## config.mk

```make
export PLATFORM = sky130hd
export DESIGN_NAME = bus_decoder_flat
export DESIGN_NICKNAME = d
export VERILOG_FILES = /design/src/hdl/soc_data_pkg.sv /design/src/hdl/soc_map_pkg.sv /design/src/hdl/cpu_bus_if.sv /design/src/hdl/bus_decoder.sv /design/src/flat_wrapper.sv
export SDC_FILE = /design/constraint.sdc
export NUM_CORES = 1
export LEC_CHECK = 0
export BUFFER_PORTS_ARGS = -buffer_cell sky130_fd_sc_hd__buf_2
export CAP_MARGIN = 10
export CORE_AREA = 2 2 188 190
export DETAILED_ROUTE_END_ITERATION = 6
export DIE_AREA = 0 0 190 192
export PLACE_DENSITY = 0.39
export SLEW_MARGIN = 20
export SYNTH_ARGS = -nofsm -noshare
export SYNTH_HDL_FRONTEND = slang
export SYNTH_SLANG_ARGS = --single-unit
```

## constraint.sdc

```tcl
create_clock -name clk -period 2.11 [get_ports clk]
set_input_delay 0.211 -clock clk [delete_from_list [all_inputs] [get_ports clk]]
set_output_delay 0.211 -clock clk [all_outputs]
set_load 0.05 [all_outputs]
```

## src/hdl/soc_data_pkg.sv

```systemverilog
package soc_data_pkg;

    // data width of the bus
    parameter int XLEN = 32;

    // byte lanes per word
    parameter int LANES = 4;

    // one bus word, seen whole or lane by lane
    typedef union packed {
        logic [XLEN-1:0]         word;
        logic [LANES-1:0][7:0]   bytes;
    } bus_word_u;

endpackage

```

## src/hdl/soc_map_pkg.sv

```systemverilog
package soc_map_pkg;

    // target picked by address bits 31:24
    typedef enum logic [2:0] {
        REG_NONE  = 3'd0,
        REG_CLINT = 3'd1,
        REG_MEM   = 3'd2,
        REG_BTN   = 3'd3,
        REG_CNT   = 3'd4
    } region_e;

    // region byte of each target
    localparam logic [7:0] REGION_CLINT_BASE = 8'h02;
    localparam logic [7:0] REGION_MEM_BASE   = 8'h10;
    localparam logic [7:0] REGION_BTN_BASE   = 8'h20;
    localparam logic [7:0] REGION_CNT_BASE   = 8'h30;

    // clint register offsets, usual riscv layout
    localparam logic [15:0] CLINT_MSIP_OFF    = 16'h0000;
    localparam logic [15:0] CLINT_CMP_LO_OFF  = 16'h4000;
    localparam logic [15:0] CLINT_CMP_HI_OFF  = 16'h4004;
    localparam logic [15:0] CLINT_TIME_LO_OFF = 16'hBFF8;
    localparam logic [15:0] CLINT_TIME_HI_OFF = 16'hBFFC;

    // counter block offsets
    localparam logic [3:0] CNT_CYCLE_OFF = 4'h0;
    localparam logic [3:0] CNT_TICK_OFF  = 4'h4;

endpackage

```

## src/hdl/cpu_bus_if.sv

```systemverilog
`timescale 1ns/1ps

// one decoded access, decoder to a single target
interface cpu_bus_if
    import soc_data_pkg::*;
();

    // strobes already gated by region
    logic             sel_ren;
    logic             sel_wen;
    // address with the region byte stripped
    logic [23:0]      offset;
    bus_word_u        wdata;
    logic [LANES-1:0] byte_select;
    // read word, valid the cycle after sel_ren
    bus_word_u        rdata;

    modport decoder (
        output sel_ren, sel_wen, offset, wdata, byte_select,
        input  rdata
    );

    modport target (
        input  sel_ren, sel_wen, offset, wdata, byte_select,
        output rdata
    );

endinterface

```

## src/hdl/bus_decoder.sv

```systemverilog
`timescale 1ns/1ps

module bus_decoder
    import soc_data_pkg::*;
    import soc_map_pkg::*;
#(
    parameter int MEM_WORDS = 256
) (
    input  logic             clk,
    input  logic             rst_n,
    input  logic [31:0]      bus_addr,
    input  logic [XLEN-1:0]  bus_wdata,
    input  logic [LANES-1:0] bus_byte_select,
    input  logic             bus_ren,
    input  logic             bus_wen,
    output bus_word_u        bus_rdata,
    output logic             bus_ready,
    output logic             bus_error,
    cpu_bus_if.decoder       mem_bus,
    cpu_bus_if.decoder       clint_bus,
    cpu_bus_if.decoder       btn_bus,
    cpu_bus_if.decoder       cnt_bus
);

    // index bits the memory depth needs
    localparam int MEM_AW = (MEM_WORDS > 1) ? $clog2(MEM_WORDS) : 1;

    region_e   region;
    region_e   region_q;
    logic      rd_q;
    bus_word_u wdata_u;

    // region from the top address byte
    always_comb begin
        case (bus_addr[31:24])
            REGION_CLINT_BASE: region = REG_CLINT;
            REGION_MEM_BASE:   region = REG_MEM;
            REGION_BTN_BASE:   region = REG_BTN;
            REGION_CNT_BASE:   region = REG_CNT;
            default:           region = REG_NONE;
        endcase
    end

    assign wdata_u = bus_wdata;

    // only one target ever sees a strobe
    assign mem_bus.sel_ren   = bus_ren && (region == REG_MEM);
    assign mem_bus.sel_wen   = bus_wen && (region == REG_MEM);
    assign clint_bus.sel_ren = bus_ren && (region == REG_CLINT);
    assign clint_bus.sel_wen = bus_wen && (region == REG_CLINT);
    assign btn_bus.sel_ren   = bus_ren && (region == REG_BTN);
    assign btn_bus.sel_wen   = bus_wen && (region == REG_BTN);
    assign cnt_bus.sel_ren   = bus_ren && (region == REG_CNT);
    assign cnt_bus.sel_wen   = bus_wen && (region == REG_CNT);

    // memory gets a word index, the rest the byte offset
    assign mem_bus.offset   = {{(24 - MEM_AW){1'b0}}, bus_addr[MEM_AW+1:2]};
    assign clint_bus.offset = bus_addr[23:0];
    assign btn_bus.offset   = bus_addr[23:0];
    assign cnt_bus.offset   = bus_addr[23:0];

    assign mem_bus.wdata   = wdata_u;
    assign clint_bus.wdata = wdata_u;
    assign btn_bus.wdata   = wdata_u;
    assign cnt_bus.wdata   = wdata_u;

    assign mem_bus.byte_select   = bus_byte_select;
    assign clint_bus.byte_select = bus_byte_select;
    assign btn_bus.byte_select   = bus_byte_select;
    assign cnt_bus.byte_select   = bus_byte_select;

    // remember what is in flight for the response cycle
    always_ff @(posedge clk or negedge rst_n) begin
        if (!rst_n) begin
            region_q  <= REG_NONE;
            rd_q      <= 1'b0;
            bus_ready <= 1'b0;
            bus_error <= 1'b0;
        end else begin
            region_q  <= region;
            rd_q      <= bus_ren;
            bus_ready <= bus_ren || bus_wen;
            bus_error <= (bus_ren || bus_wen) && (region == REG_NONE);
        end
    end

    // targets hold registered data, just pick one
    always_comb begin
        bus_rdata = '0;
        if (rd_q) begin
            case (region_q)
                REG_MEM:   bus_rdata = mem_bus.rdata;
                REG_CLINT: bus_rdata = clint_bus.rdata;
                REG_BTN:   bus_rdata = btn_bus.rdata;
                REG_CNT:   bus_rdata = cnt_bus.rdata;
                default:   bus_rdata = '0;
            endcase
        end
    end

endmodule

```

## src/flat_wrapper.sv

```systemverilog
// flat-port wrapper written by rule: the top's interface ports become plain ports
module bus_decoder_flat import soc_data_pkg::*; import soc_map_pkg::*;
#(
    parameter int MEM_WORDS = 256
)
  (clk, rst_n, bus_addr, bus_wdata, bus_byte_select, bus_ren, bus_wen, bus_rdata, bus_ready, bus_error, mem_bus_sel_ren, mem_bus_sel_wen, mem_bus_offset, mem_bus_wdata, mem_bus_byte_select, mem_bus_rdata, clint_bus_sel_ren, clint_bus_sel_wen, clint_bus_offset, clint_bus_wdata, clint_bus_byte_select, clint_bus_rdata, btn_bus_sel_ren, btn_bus_sel_wen, btn_bus_offset, btn_bus_wdata, btn_bus_byte_select, btn_bus_rdata, cnt_bus_sel_ren, cnt_bus_sel_wen, cnt_bus_offset, cnt_bus_wdata, cnt_bus_byte_select, cnt_bus_rdata);
  cpu_bus_if mem_bus_i ();
  cpu_bus_if clint_bus_i ();
  cpu_bus_if btn_bus_i ();
  cpu_bus_if cnt_bus_i ();
  input  logic clk;
  input  logic rst_n;
  input  logic [31:0] bus_addr;
  input  logic [XLEN-1:0] bus_wdata;
  input  logic [LANES-1:0] bus_byte_select;
  input  logic bus_ren;
  input  logic bus_wen;
  output bus_word_u bus_rdata;
  output logic bus_ready;
  output logic bus_error;
  output wire logic [$bits(mem_bus_i.sel_ren)-1:0] mem_bus_sel_ren;
  output wire logic [$bits(mem_bus_i.sel_wen)-1:0] mem_bus_sel_wen;
  output wire logic [$bits(mem_bus_i.offset)-1:0] mem_bus_offset;
  output wire logic [$bits(mem_bus_i.wdata)-1:0] mem_bus_wdata;
  output wire logic [$bits(mem_bus_i.byte_select)-1:0] mem_bus_byte_select;
  input wire logic [$bits(mem_bus_i.rdata)-1:0] mem_bus_rdata;
  output wire logic [$bits(clint_bus_i.sel_ren)-1:0] clint_bus_sel_ren;
  output wire logic [$bits(clint_bus_i.sel_wen)-1:0] clint_bus_sel_wen;
  output wire logic [$bits(clint_bus_i.offset)-1:0] clint_bus_offset;
  output wire logic [$bits(clint_bus_i.wdata)-1:0] clint_bus_wdata;
  output wire logic [$bits(clint_bus_i.byte_select)-1:0] clint_bus_byte_select;
  input wire logic [$bits(clint_bus_i.rdata)-1:0] clint_bus_rdata;
  output wire logic [$bits(btn_bus_i.sel_ren)-1:0] btn_bus_sel_ren;
  output wire logic [$bits(btn_bus_i.sel_wen)-1:0] btn_bus_sel_wen;
  output wire logic [$bits(btn_bus_i.offset)-1:0] btn_bus_offset;
  output wire logic [$bits(btn_bus_i.wdata)-1:0] btn_bus_wdata;
  output wire logic [$bits(btn_bus_i.byte_select)-1:0] btn_bus_byte_select;
  input wire logic [$bits(btn_bus_i.rdata)-1:0] btn_bus_rdata;
  output wire logic [$bits(cnt_bus_i.sel_ren)-1:0] cnt_bus_sel_ren;
  output wire logic [$bits(cnt_bus_i.sel_wen)-1:0] cnt_bus_sel_wen;
  output wire logic [$bits(cnt_bus_i.offset)-1:0] cnt_bus_offset;
  output wire logic [$bits(cnt_bus_i.wdata)-1:0] cnt_bus_wdata;
  output wire logic [$bits(cnt_bus_i.byte_select)-1:0] cnt_bus_byte_select;
  input wire logic [$bits(cnt_bus_i.rdata)-1:0] cnt_bus_rdata;
  assign mem_bus_sel_ren = mem_bus_i.sel_ren;
  assign mem_bus_sel_wen = mem_bus_i.sel_wen;
  assign mem_bus_offset = mem_bus_i.offset;
  assign mem_bus_wdata = mem_bus_i.wdata;
  assign mem_bus_byte_select = mem_bus_i.byte_select;
  assign mem_bus_i.rdata = mem_bus_rdata;
  assign clint_bus_sel_ren = clint_bus_i.sel_ren;
  assign clint_bus_sel_wen = clint_bus_i.sel_wen;
  assign clint_bus_offset = clint_bus_i.offset;
  assign clint_bus_wdata = clint_bus_i.wdata;
  assign clint_bus_byte_select = clint_bus_i.byte_select;
  assign clint_bus_i.rdata = clint_bus_rdata;
  assign btn_bus_sel_ren = btn_bus_i.sel_ren;
  assign btn_bus_sel_wen = btn_bus_i.sel_wen;
  assign btn_bus_offset = btn_bus_i.offset;
  assign btn_bus_wdata = btn_bus_i.wdata;
  assign btn_bus_byte_select = btn_bus_i.byte_select;
  assign btn_bus_i.rdata = btn_bus_rdata;
  assign cnt_bus_sel_ren = cnt_bus_i.sel_ren;
  assign cnt_bus_sel_wen = cnt_bus_i.sel_wen;
  assign cnt_bus_offset = cnt_bus_i.offset;
  assign cnt_bus_wdata = cnt_bus_i.wdata;
  assign cnt_bus_byte_select = cnt_bus_i.byte_select;
  assign cnt_bus_i.rdata = cnt_bus_rdata;
  bus_decoder #(.MEM_WORDS(MEM_WORDS)) u_core (.clk(clk), .rst_n(rst_n), .bus_addr(bus_addr), .bus_wdata(bus_wdata), .bus_byte_select(bus_byte_select), .bus_ren(bus_ren), .bus_wen(bus_wen), .bus_rdata(bus_rdata), .bus_ready(bus_ready), .bus_error(bus_error), .mem_bus(mem_bus_i), .clint_bus(clint_bus_i), .btn_bus(btn_bus_i), .cnt_bus(cnt_bus_i));
endmodule
```

==> impl_metrics.json, run 1 <==
{
  "status": "finished, final reports clean",
  "grt_pass1_wl_mm": 14.05,
  "yosys.area_share.simple": 0.06150,
  "layout.nets": 547,
  "max_freq_mhz": 498.6,
  "drive_gt1_frac": 0.6377,
  "synth_seq_area_share": 0.05055,
  "synth.distinct_cells": 27,
  "dieArea_um2": 36480,
  "synth.cell_area_um2": 2970,
  "clkSinkCount": 6,
  "numCtsBuffers": 3,
  "num_rows": 68,
  "synth.area.top_cells": "buf_4 (61%), a22oi_1 (16%), dfrtp_1 (5.1%)",
  "synth_top_area_share": 0.6142,
  "antenna_found_initial": 1,
  "ioPinCount": 482,
  "path_class": "reg2out",
  "critPathSlowestCell": "dfrtp_2",
  "critPathCaptureType": "output pin",
  "met3_length_mm": 1.790,
  "min_path_type": "in2reg",
  "dp_slack_ns": 0.1458,
  "cp.required_ns": 1.90,
  "worst_slack_ns": 0.1043,
  "start_util": 0.08663,
  "port_buffers": 181,
  "grt_max_degree": 28,
  "gp_congestion": 0.6365,
  "cts_max_level": 1,
  "synth-edff-count": 0,
  "gr-total-overflow": 0,
  "clk_path_buf_depth": 2,
  "leakage_uw": 0.001159,
  "ant_nets": 0,
  "finalWirelength_mm": 11.04,
  "setup_viol": 0,
  "diodes": 0,
  "placeableCoreArea_um2": 34290,
  "track_usage": 0.05330,
  "path_clk_slew_ns": 0.03,
  "met1_length_mm": 3.347,
  "top_layer": "met5",
  "cts_tree": "done",
  "fin_tns_setup_ns": 0,
  "ys_ff_latch": 6,
  "critPathMaxFanout": 22,
  "wire_per_inst_um": 13.80,
  "worstPathArrival_ns": 1.79,
  "synth_ff_type": "dfrtp_1",
  "die_h_um": 192,
  "cap_viol_max_count": 0,
  "grt_pass1_vias": 2303,
  "met2WireLength_mm": 5.237,
  "vias": 2294,
  "synth_compound_area_frac": 0.2384,
  "first_pass_iters": 4,
  "peakVddDrop_mv": 0.1541,
  "power-per-cell-area_nw_per_um2": 227.3,
  "syn_avg_cell_area_um2": 7.656,
  "dp_hpwl_mm": 9.177,
  "synth_fa_ha_area_frac": 0,
  "yosysTopAreaCell": "buf_4",
  "crit_chain": "nor3b_4 > buf_4 > buf_12 > a22oi_1 > a21oi_1 > clkbuf_4",
  "yosysWarnings": 0,
  "areaGrowthSynthToFinish_pct": -0.5477,
  "slew_violations": 0,
  "route.detailed.drc": 0,
  "post-route-min-period_ns": 2.006,
  "max_stage_delay_ns": 0.45,
  "drtIter0Drc": 71,
  "die_w_um": 190,
  "netlist_instances": 388,
  "hold_viol": 0,
  "synth_mux_area_frac": 0,
  "worstSetupStartpointType": "register",
  "synth_top_family_by_area": "buffers and inverters",
  "synthArstFlopShare": 1.000,
  "period_share": 0.9506,
  "synth_xor_area_frac": 0.005897,
  "clock-root-buffer": "clkbuf_16",
  "routed_via_density": 2.868,
  "rsz0062_at_grt": "no"
}
==> state kept, by name, indices dropped and copies added, names as in the netlist <==
signal	count
u_core.rd_q	1
u_core.region_q	3
u_core.bus_error	1
u_core.bus_ready	1
==> cell usage in the layout (no fill, tap or decap), types with 3 or more instances in the layout <==
cell type,synthesis,routed
nor3b_4,1,3
a22oi_1,64,64
a21oi_2,10,11
conb_1,1,16
and3_1,6,6
dfrtp_1,6,3
buf_12,0,10
clkbuf_16,0,3
dfrtp_2,0,3
a21oi_1,22,21
buf_2,9,173
and2_1,3,3
buf_4,243,9
==> layer usage <==
metal,up-vias,global-route usage
li1,990,-
met1,961,0.04498
met2,273,0.09587
met3,68,0.02777
met4,2,0.03876
met5,-,0
==> worst max-delay path, delay by kind of cell (launching register included) <==
kind / cells / cell delay [ns]
buffers and inverters: 3 / 0.61
DFF: 1 / 0.45
AOI/OAI and AO/OA: 2 / 0.30
and+or+nand+nor: 1 / 0.19
==> where the power goes <==
part	total (µW)	internal [µW]	switching [µW]	leakage, µW
registers	122	119	2.38	0.0000691
logic	248	106	141	0.00105
clock network	302	243	59.5	0.0000370
==> kinds of logic after synthesis <==
logic type      count (synthesis)
buf+inv                       256
compound gates                100
simple gates                   23
flops                           6
xor+xnor                        2
other cells                     1
==> through the flow <==
stage,util,cell area [µm²],hold WS [ns],power (µW),cells
after floorplan,-,3027,-0.08459,1382,403
after global placement,0.08280,2839,0.05494,371.5,794
after detailed placement,0.08280,2839,0.05603,370.5,794
after CTS,0.08572,2939,0.1742,685.0,800
after global routing,0.08616,2954,0.1734,707.3,800
final,0.08616,2954,0.1676,671.6,800
==> cells in the mapped netlist (2+ instances only) <==
| cell type | instances |
|---|---|
| buf_4 | 243 |
| a22oi_1 | 64 |
| a21oi_1 | 22 |
| a21oi_2 | 10 |
| buf_2 | 9 |
| and3_1 | 6 |
| dfrtp_1 | 6 |
| and2_1 | 3 |
| buf_6 | 3 |
| nor2b_1 | 2 |
| nor3b_2 | 2 |
| nor4_2 | 2 |
| xnor2_1 | 2 |
==> repair_timing <==
item / 4_1_cts / 5_1_grt
pin swaps: 1 / 0
endpoints found under the setup margin: 15 / 16
hold endpoints to repair: 6 / 0
resized for setup: 0 / 8
setup buffers: 2 / 0
hold buffers: 1 / 0
==> cell type report <==
cell class,count,area [µm²]
Sequential cell,6,153.9
Multi-Input combinational cell,141,997.2
Tap cell,455,569.3
Timing Repair Buffer,195,1159
Fill cell,4025,31330
Clock buffer,3,75.07
==> worst paths after layout <==
check / from / to / cells past startpoint
worst max-delay path: u_core.region_q[1] / bus_rdata[30] / 6
max in group asynchronous: rst_n / u_core.region_q[0] / 2
worst min-delay path: bus_ren / u_core.rd_q / 1
min in group asynchronous: rst_n / u_core.bus_error / 2
Note: power is estimated with default switching activity, not from simulation.
==> inputs of run 2 (changes only) <==
--- a/config.mk
+++ b/config.mk
@@ -7,10 +7,11 @@
 export LEC_CHECK = 0
 export BUFFER_PORTS_ARGS = -buffer_cell sky130_fd_sc_hd__buf_2
 export CAP_MARGIN = 10
-export CORE_AREA = 2 2 188 190
+export CORE_AREA = 5 5 186 188
 export DETAILED_ROUTE_END_ITERATION = 6
-export DIE_AREA = 0 0 190 192
-export PLACE_DENSITY = 0.39
+export DIE_AREA = 0 0 191 193
+export PLACE_DENSITY = 0.4
+export RECOVER_POWER = 25
 export SLEW_MARGIN = 20
 export SYNTH_ARGS = -nofsm -noshare
 export SYNTH_HDL_FRONTEND = slang
==> run 2 against run 1 <==
First-iteration DRC count is 52% higher. Flip-flop and latch count stayed put. Cell count is 0.88% lower. Via count is 0.22% lower. Critical path depth stayed put. Clock power hardly changed. Count of clock-buffer cells in the layout stayed put. Setup slack worse by 0.048 ns. Largest cell class unchanged. Highest routed layer unchanged.
==> impl_metrics.json, run 2 (synthesized netlist as in run 1, its figures left out) <==
{
  "status": "finished, final reports clean",
  "drive_gt1_frac": 0.6287,
  "rsz0062_at_grt": "yes",
  "grt_pass1_vias": 2218,
  "gr-total-overflow": 0,
  "post-route-cell-area_um2": 2945,
  "max_freq_mhz": 487.0,
  "cts_tree": "done",
  "drtIter0Drc": 108,
  "antenna_found_initial": 4,
  "whs_endpoint": "u_core.rd_q",
  "holdPathStages": 1,
  "path_delay_family": "buffers and inverters",
  "min_path_type": "in2reg",
  "dp_hpwl_mm": 9.306,
  "vias": 2289,
  "critPathMaxFanout": 16,
  "fillers": 3864,
  "setup_viol": 0,
  "die_w_um": 191,
  "clk_path_buf_depth": 2,
  "critPathBufInv": 3,
  "largest_reg_flops": 3,
  "cp.required_ns": 1.90,
  "path_class": "reg2out",
  "peakVddDrop_mv": 0.1684,
  "fin_tns_setup_ns": 0,
  "worstPathArrival_ns": 1.84,
  "layout.nets": 544,
  "port_buffers": 181,
  "cts_max_level": 1,
  "critPathSlowestCell": "dfrtp_2",
  "worstHoldStart": "bus_ren",
  "ioPinCount": 482,
  "hold_viol": 0,
  "dieArea_um2": 36860,
  "ant_nets": 0,
  "track_usage": 0.05220,
  "die_h_um": 193,
  "leakage_uw": 0.001136,
  "crit_chain": "nor3b_4 > buf_4 > clkbuf_16 > a22oi_1 > a21oi_1 > buf_2",
  "hold_ws_ns": 0.2658,
  "finalWirelength_mm": 11.55,
  "numCtsBuffers": 3,
  "num_rows": 67,
  "slew_violations": 0,
  "placed_area_um2": 2776,
  "period_share": 0.9732,
  "start_util": 0.09016,
  "clock-root-buffer": "clkbuf_16",
  "routed_via_density": 2.887,
  "clkSinkCount": 6,
  "critPathCaptureType": "output pin",
  "gp_congestion": 0.6412,
  "placeableCoreArea_um2": 32950,
  "cap_viol_max_count": 0,
  "path_clk_slew_ns": 0.03,
  "wire_per_inst_um": 14.56,
  "crit_path_start": "u_core.region_q[0]",
  "regMostFlops": "u_core.region_q",
  "grt_max_degree": 34,
  "max_stage_delay_ns": 0.45,
  "first_pass_iters": 5,
  "layout_commonest_cell": "buf_2",
  "route.detailed.drc": 0,
  "power-per-cell-area_nw_per_um2": 229.1,
  "grt_pass1_wl_mm": 14.34,
  "areaGrowthSynthToFinish_pct": -0.8426,
  "final_cell_mix": "buf_2 (162), a22oi_1 (64), a21oi_1 (21)",
  "worstSetupStartpointType": "register",
  "post-route-min-period_ns": 2.053
}
run 2: cell count changes in the layout (fill, tap and decap cells not counted), sizes merged:
cell and change:
diode +3, clkbuf +9, buf -12
run 2: what timing repair did:
| item | in CTS | in global routing |
|---|---|---|
| cloned | 0 | 1 |
| setup buffers | 0 | 1 |
| hold buffers | 1 | 0 |
| hold endpoints to repair | 6 | 0 |
| gates resized for setup | 7 | 13 |
| setup endpoints to repair | 5 | 25 |
| pin swaps | 0 | 2 |
run 2: metal layers:
metal	global-route usage	up-vias	part of all wire
li1	-	988	-
met1	0.04909	968	0.31
met2	0.08831	256	0.45
met3	0.03097	71	0.18
met4	0.03066	6	0.050
met5	0	-	0.0036
run 2: stage by stage:
step	setup WS, ns	instances	utilization	total power [µW]
final	0.05652	793	0.08940	674.7
after global routing	-0.03181	791	0.08925	709.6
after CTS	0.02003	788	0.08739	680.6
after detailed placement	0.1494	784	0.08427	370.3
after global placement	0.1713	784	0.08427	368.7
after floorplan	0.08134	403	-	1382
run 2: cell type report:
class                           count  area [µm²]  area share
Antenna cell                        3       7.507    0.002549
Multi-Input combinational cell    141       996.0      0.3381
Timing Repair Buffer              192        1152      0.3913
Sequential cell                     6       153.9     0.05225
Tap cell                          448       560.5      0.1903
Clock buffer                        3       75.07     0.02549
run 2: power by group:
part           internal [µW]  switching, µW  leakage (µW)
logic                    106            145       0.00103
clock network            243           59.7     0.0000370
registers                119           1.81     0.0000691
run 2: worst max-delay path by stage:
stage / end / slack, ns / depth (start not counted)
after floorplan: bus_rdata[11] / 0.08 / 4
after global placement: bus_rdata[25] / 0.17 / 6
after detailed placement: bus_rdata[25] / 0.15 / 6
after CTS: bus_rdata[6] / 0.02 / 6
after global routing: bus_rdata[16] / -0.03 / 6
final: bus_rdata[29] / 0.06 / 6
==> inputs of run 3 (changes only) <==
==> constraint.sdc (replaced) <==
create_clock -name clk -period 2.11 [get_ports clk]
set_input_delay 0.211 -clock clk [delete_from_list [all_inputs] [get_ports clk]]
set_output_delay 0.211 -clock clk [all_outputs]
set_load 0.02 [all_outputs]
==> run 3 against run 2 <==
Die area unchanged. Cell count increased by 0.38%. Critical endpoint is now bus_rdata[7]. Hold slack got worse by 0.015 ns. Setup slack improved by 0.054 ns. Highest routed layer unchanged. Via count decreased by 1.6%. First-iteration DRC count decreased by 27%. Count of clock-buffer cells in the layout unchanged. Critical path type unchanged. Total power decreased by 6.7%. Fmax increased by 2.7%.
==> impl_metrics.json, run 3 (synthesized netlist as in run 1, its figures left out) <==
{
  "vias": 2252,
  "largest_reg_flops": 3,
  "layout.nets": 548,
  "rsz0062_at_grt": "yes",
  "regMostFlops": "u_core.region_q",
  "finalCoreUtilization": 0.08720,
  "cts_tree": "done",
  "critPathCaptureType": "output pin",
  "leakage_uw": 0.001156,
  "setup_viol": 0,
  "clkSinkCount": 6,
  "use_met2": 0.08803,
  "dp_hpwl_mm": 9.688,
  "status": "finished, final reports clean",
  "cp.required_ns": 1.90,
  "worst_slack_ns": 0.1103,
  "max_stage_delay_ns": 0.41,
  "antenna_found_initial": 5,
  "num_rows": 67,
  "critPathSlowestCell": "dfrtp_1",
  "layout_commonest_cell": "buf_2",
  "ioPinCount": 482,
  "gr-total-overflow": 0,
  "grt_pass1_wl_mm": 14.52,
  "cts_max_level": 1,
  "use_met1": 0.05017,
  "first_pass_iters": 5,
  "hold_viol": 0,
  "routed_via_density": 2.829,
  "die_h_um": 193,
  "grt_busiest_layer": "met2",
  "cap_viol_max_count": 0,
  "path_class": "reg2out",
  "max_freq_mhz": 500.1,
  "grt_max_degree": 33,
  "grt_pass1_vias": 2211,
  "path_clk_slew_ns": 0.03,
  "gp_congestion": 0.6300,
  "wire_per_inst_um": 14.25,
  "start_util": 0.09016,
  "port_buffers": 181,
  "final_cell_mix": "buf_2 (180), a22oi_1 (64), a21oi_1 (22)",
  "crit_chain": "buf_4 > nor3b_4 > buf_4 > a22oi_1 > a21oi_2 > buf_2",
  "critical_path_depth": 6,
  "track_usage": 0.05265,
  "worstPathArrival_ns": 1.79,
  "post-route-min-period_ns": 2.000,
  "worstSetupStartpointType": "register",
  "grt_use_met3": 0.03133,
  "finalPower_uw": 629.7,
  "areaGrowthSynthToFinish_pct": -3.285,
  "slew_violations": 0,
  "power-per-cell-area_nw_per_um2": 219.2,
  "clock-root-buffer": "clkbuf_16",
  "period_share": 0.9477,
  "clk_path_buf_depth": 2,
  "critPathMaxFanout": 11,
  "crit_path_end": "bus_rdata[7]",
  "placeableCoreArea_um2": 32950,
  "dp_slack_ns": 0.1229,
  "drtIter0Drc": 79,
  "path_delay_family": "buffers and inverters",
  "crit_path_start": "u_core.region_q[0]",
  "ant_nets": 0,
  "numCtsBuffers": 3,
  "min_path_type": "in2reg",
  "critPathBufInv": 3,
  "route.detailed.drc": 0,
  "die_w_um": 191,
  "critical_path.most_common_cell": "buf_4",
  "peakVddDrop_mv": 0.1909,
  "dieArea_um2": 36860,
  "finalWirelength_mm": 11.34,
  "drive_gt1_frac": 0.6243
}
## run 3: repair_timing
action | 4_1_cts | 5_1_grt
resized for setup | 2 | 8
hold endpoints to repair | 6 | 0
setup buffers | 2 | 0
endpoints found under the setup margin | 32 | 22
pin swaps | 1 | 1
hold buffers | 1 | 0
## run 3: power by group
| group | internal [µW] | switching [µW] |
|---|---|---|
| combinational | 107 | 101 |
| sequential | 119 | 1.65 |
| clock | 243 | 58.3 |
## run 3: final cells by class
class / count / area, µm²
tap: 448 / 560.5
timing repair buffer: 196 / 1089
fill: 3882 / 30070
antenna: 2 / 5.005
sequential: 6 / 151.4
multi-input combinational: 141 / 992.2
clock buffer: 3 / 75.07
## run 3: how the worst min path moves through the flow
| stage | startpoint | end | depth (start not counted) |
|---|---|---|---|
| after global routing | bus_ren | u_core.rd_q | 1 |
| final | bus_ren | u_core.rd_q | 1 |
| after floorplan | rst_n | u_core.bus_error | 0 |
| after detailed placement | rst_n | u_core.bus_ready | 1 |
| after CTS | bus_ren | u_core.rd_q | 1 |
| after global placement | rst_n | u_core.bus_ready | 1 |
## run 3: metal layers
metal  vias to the layer above  part of all wire
li1                        993                 -
met3                        71              0.18
met4                         6             0.052
met1                       945              0.32
met5                         -            0.0030
met2                       237              0.44
## run 3: through the flow
step / hold slack [ns] / instances / TNS (ns) / instance area, µm²
final: 0.2504 / 796 / 0 / 2873
after detailed placement: 0.04121 / 788 / 0 / 2731
after global placement: 0.04616 / 787 / -2.278 / 2704
after floorplan: -0.08459 / 403 / 0 / 3027
after global routing: 0.2872 / 795 / -0.01012 / 2870
after CTS: 0.2028 / 794 / 0 / 2839
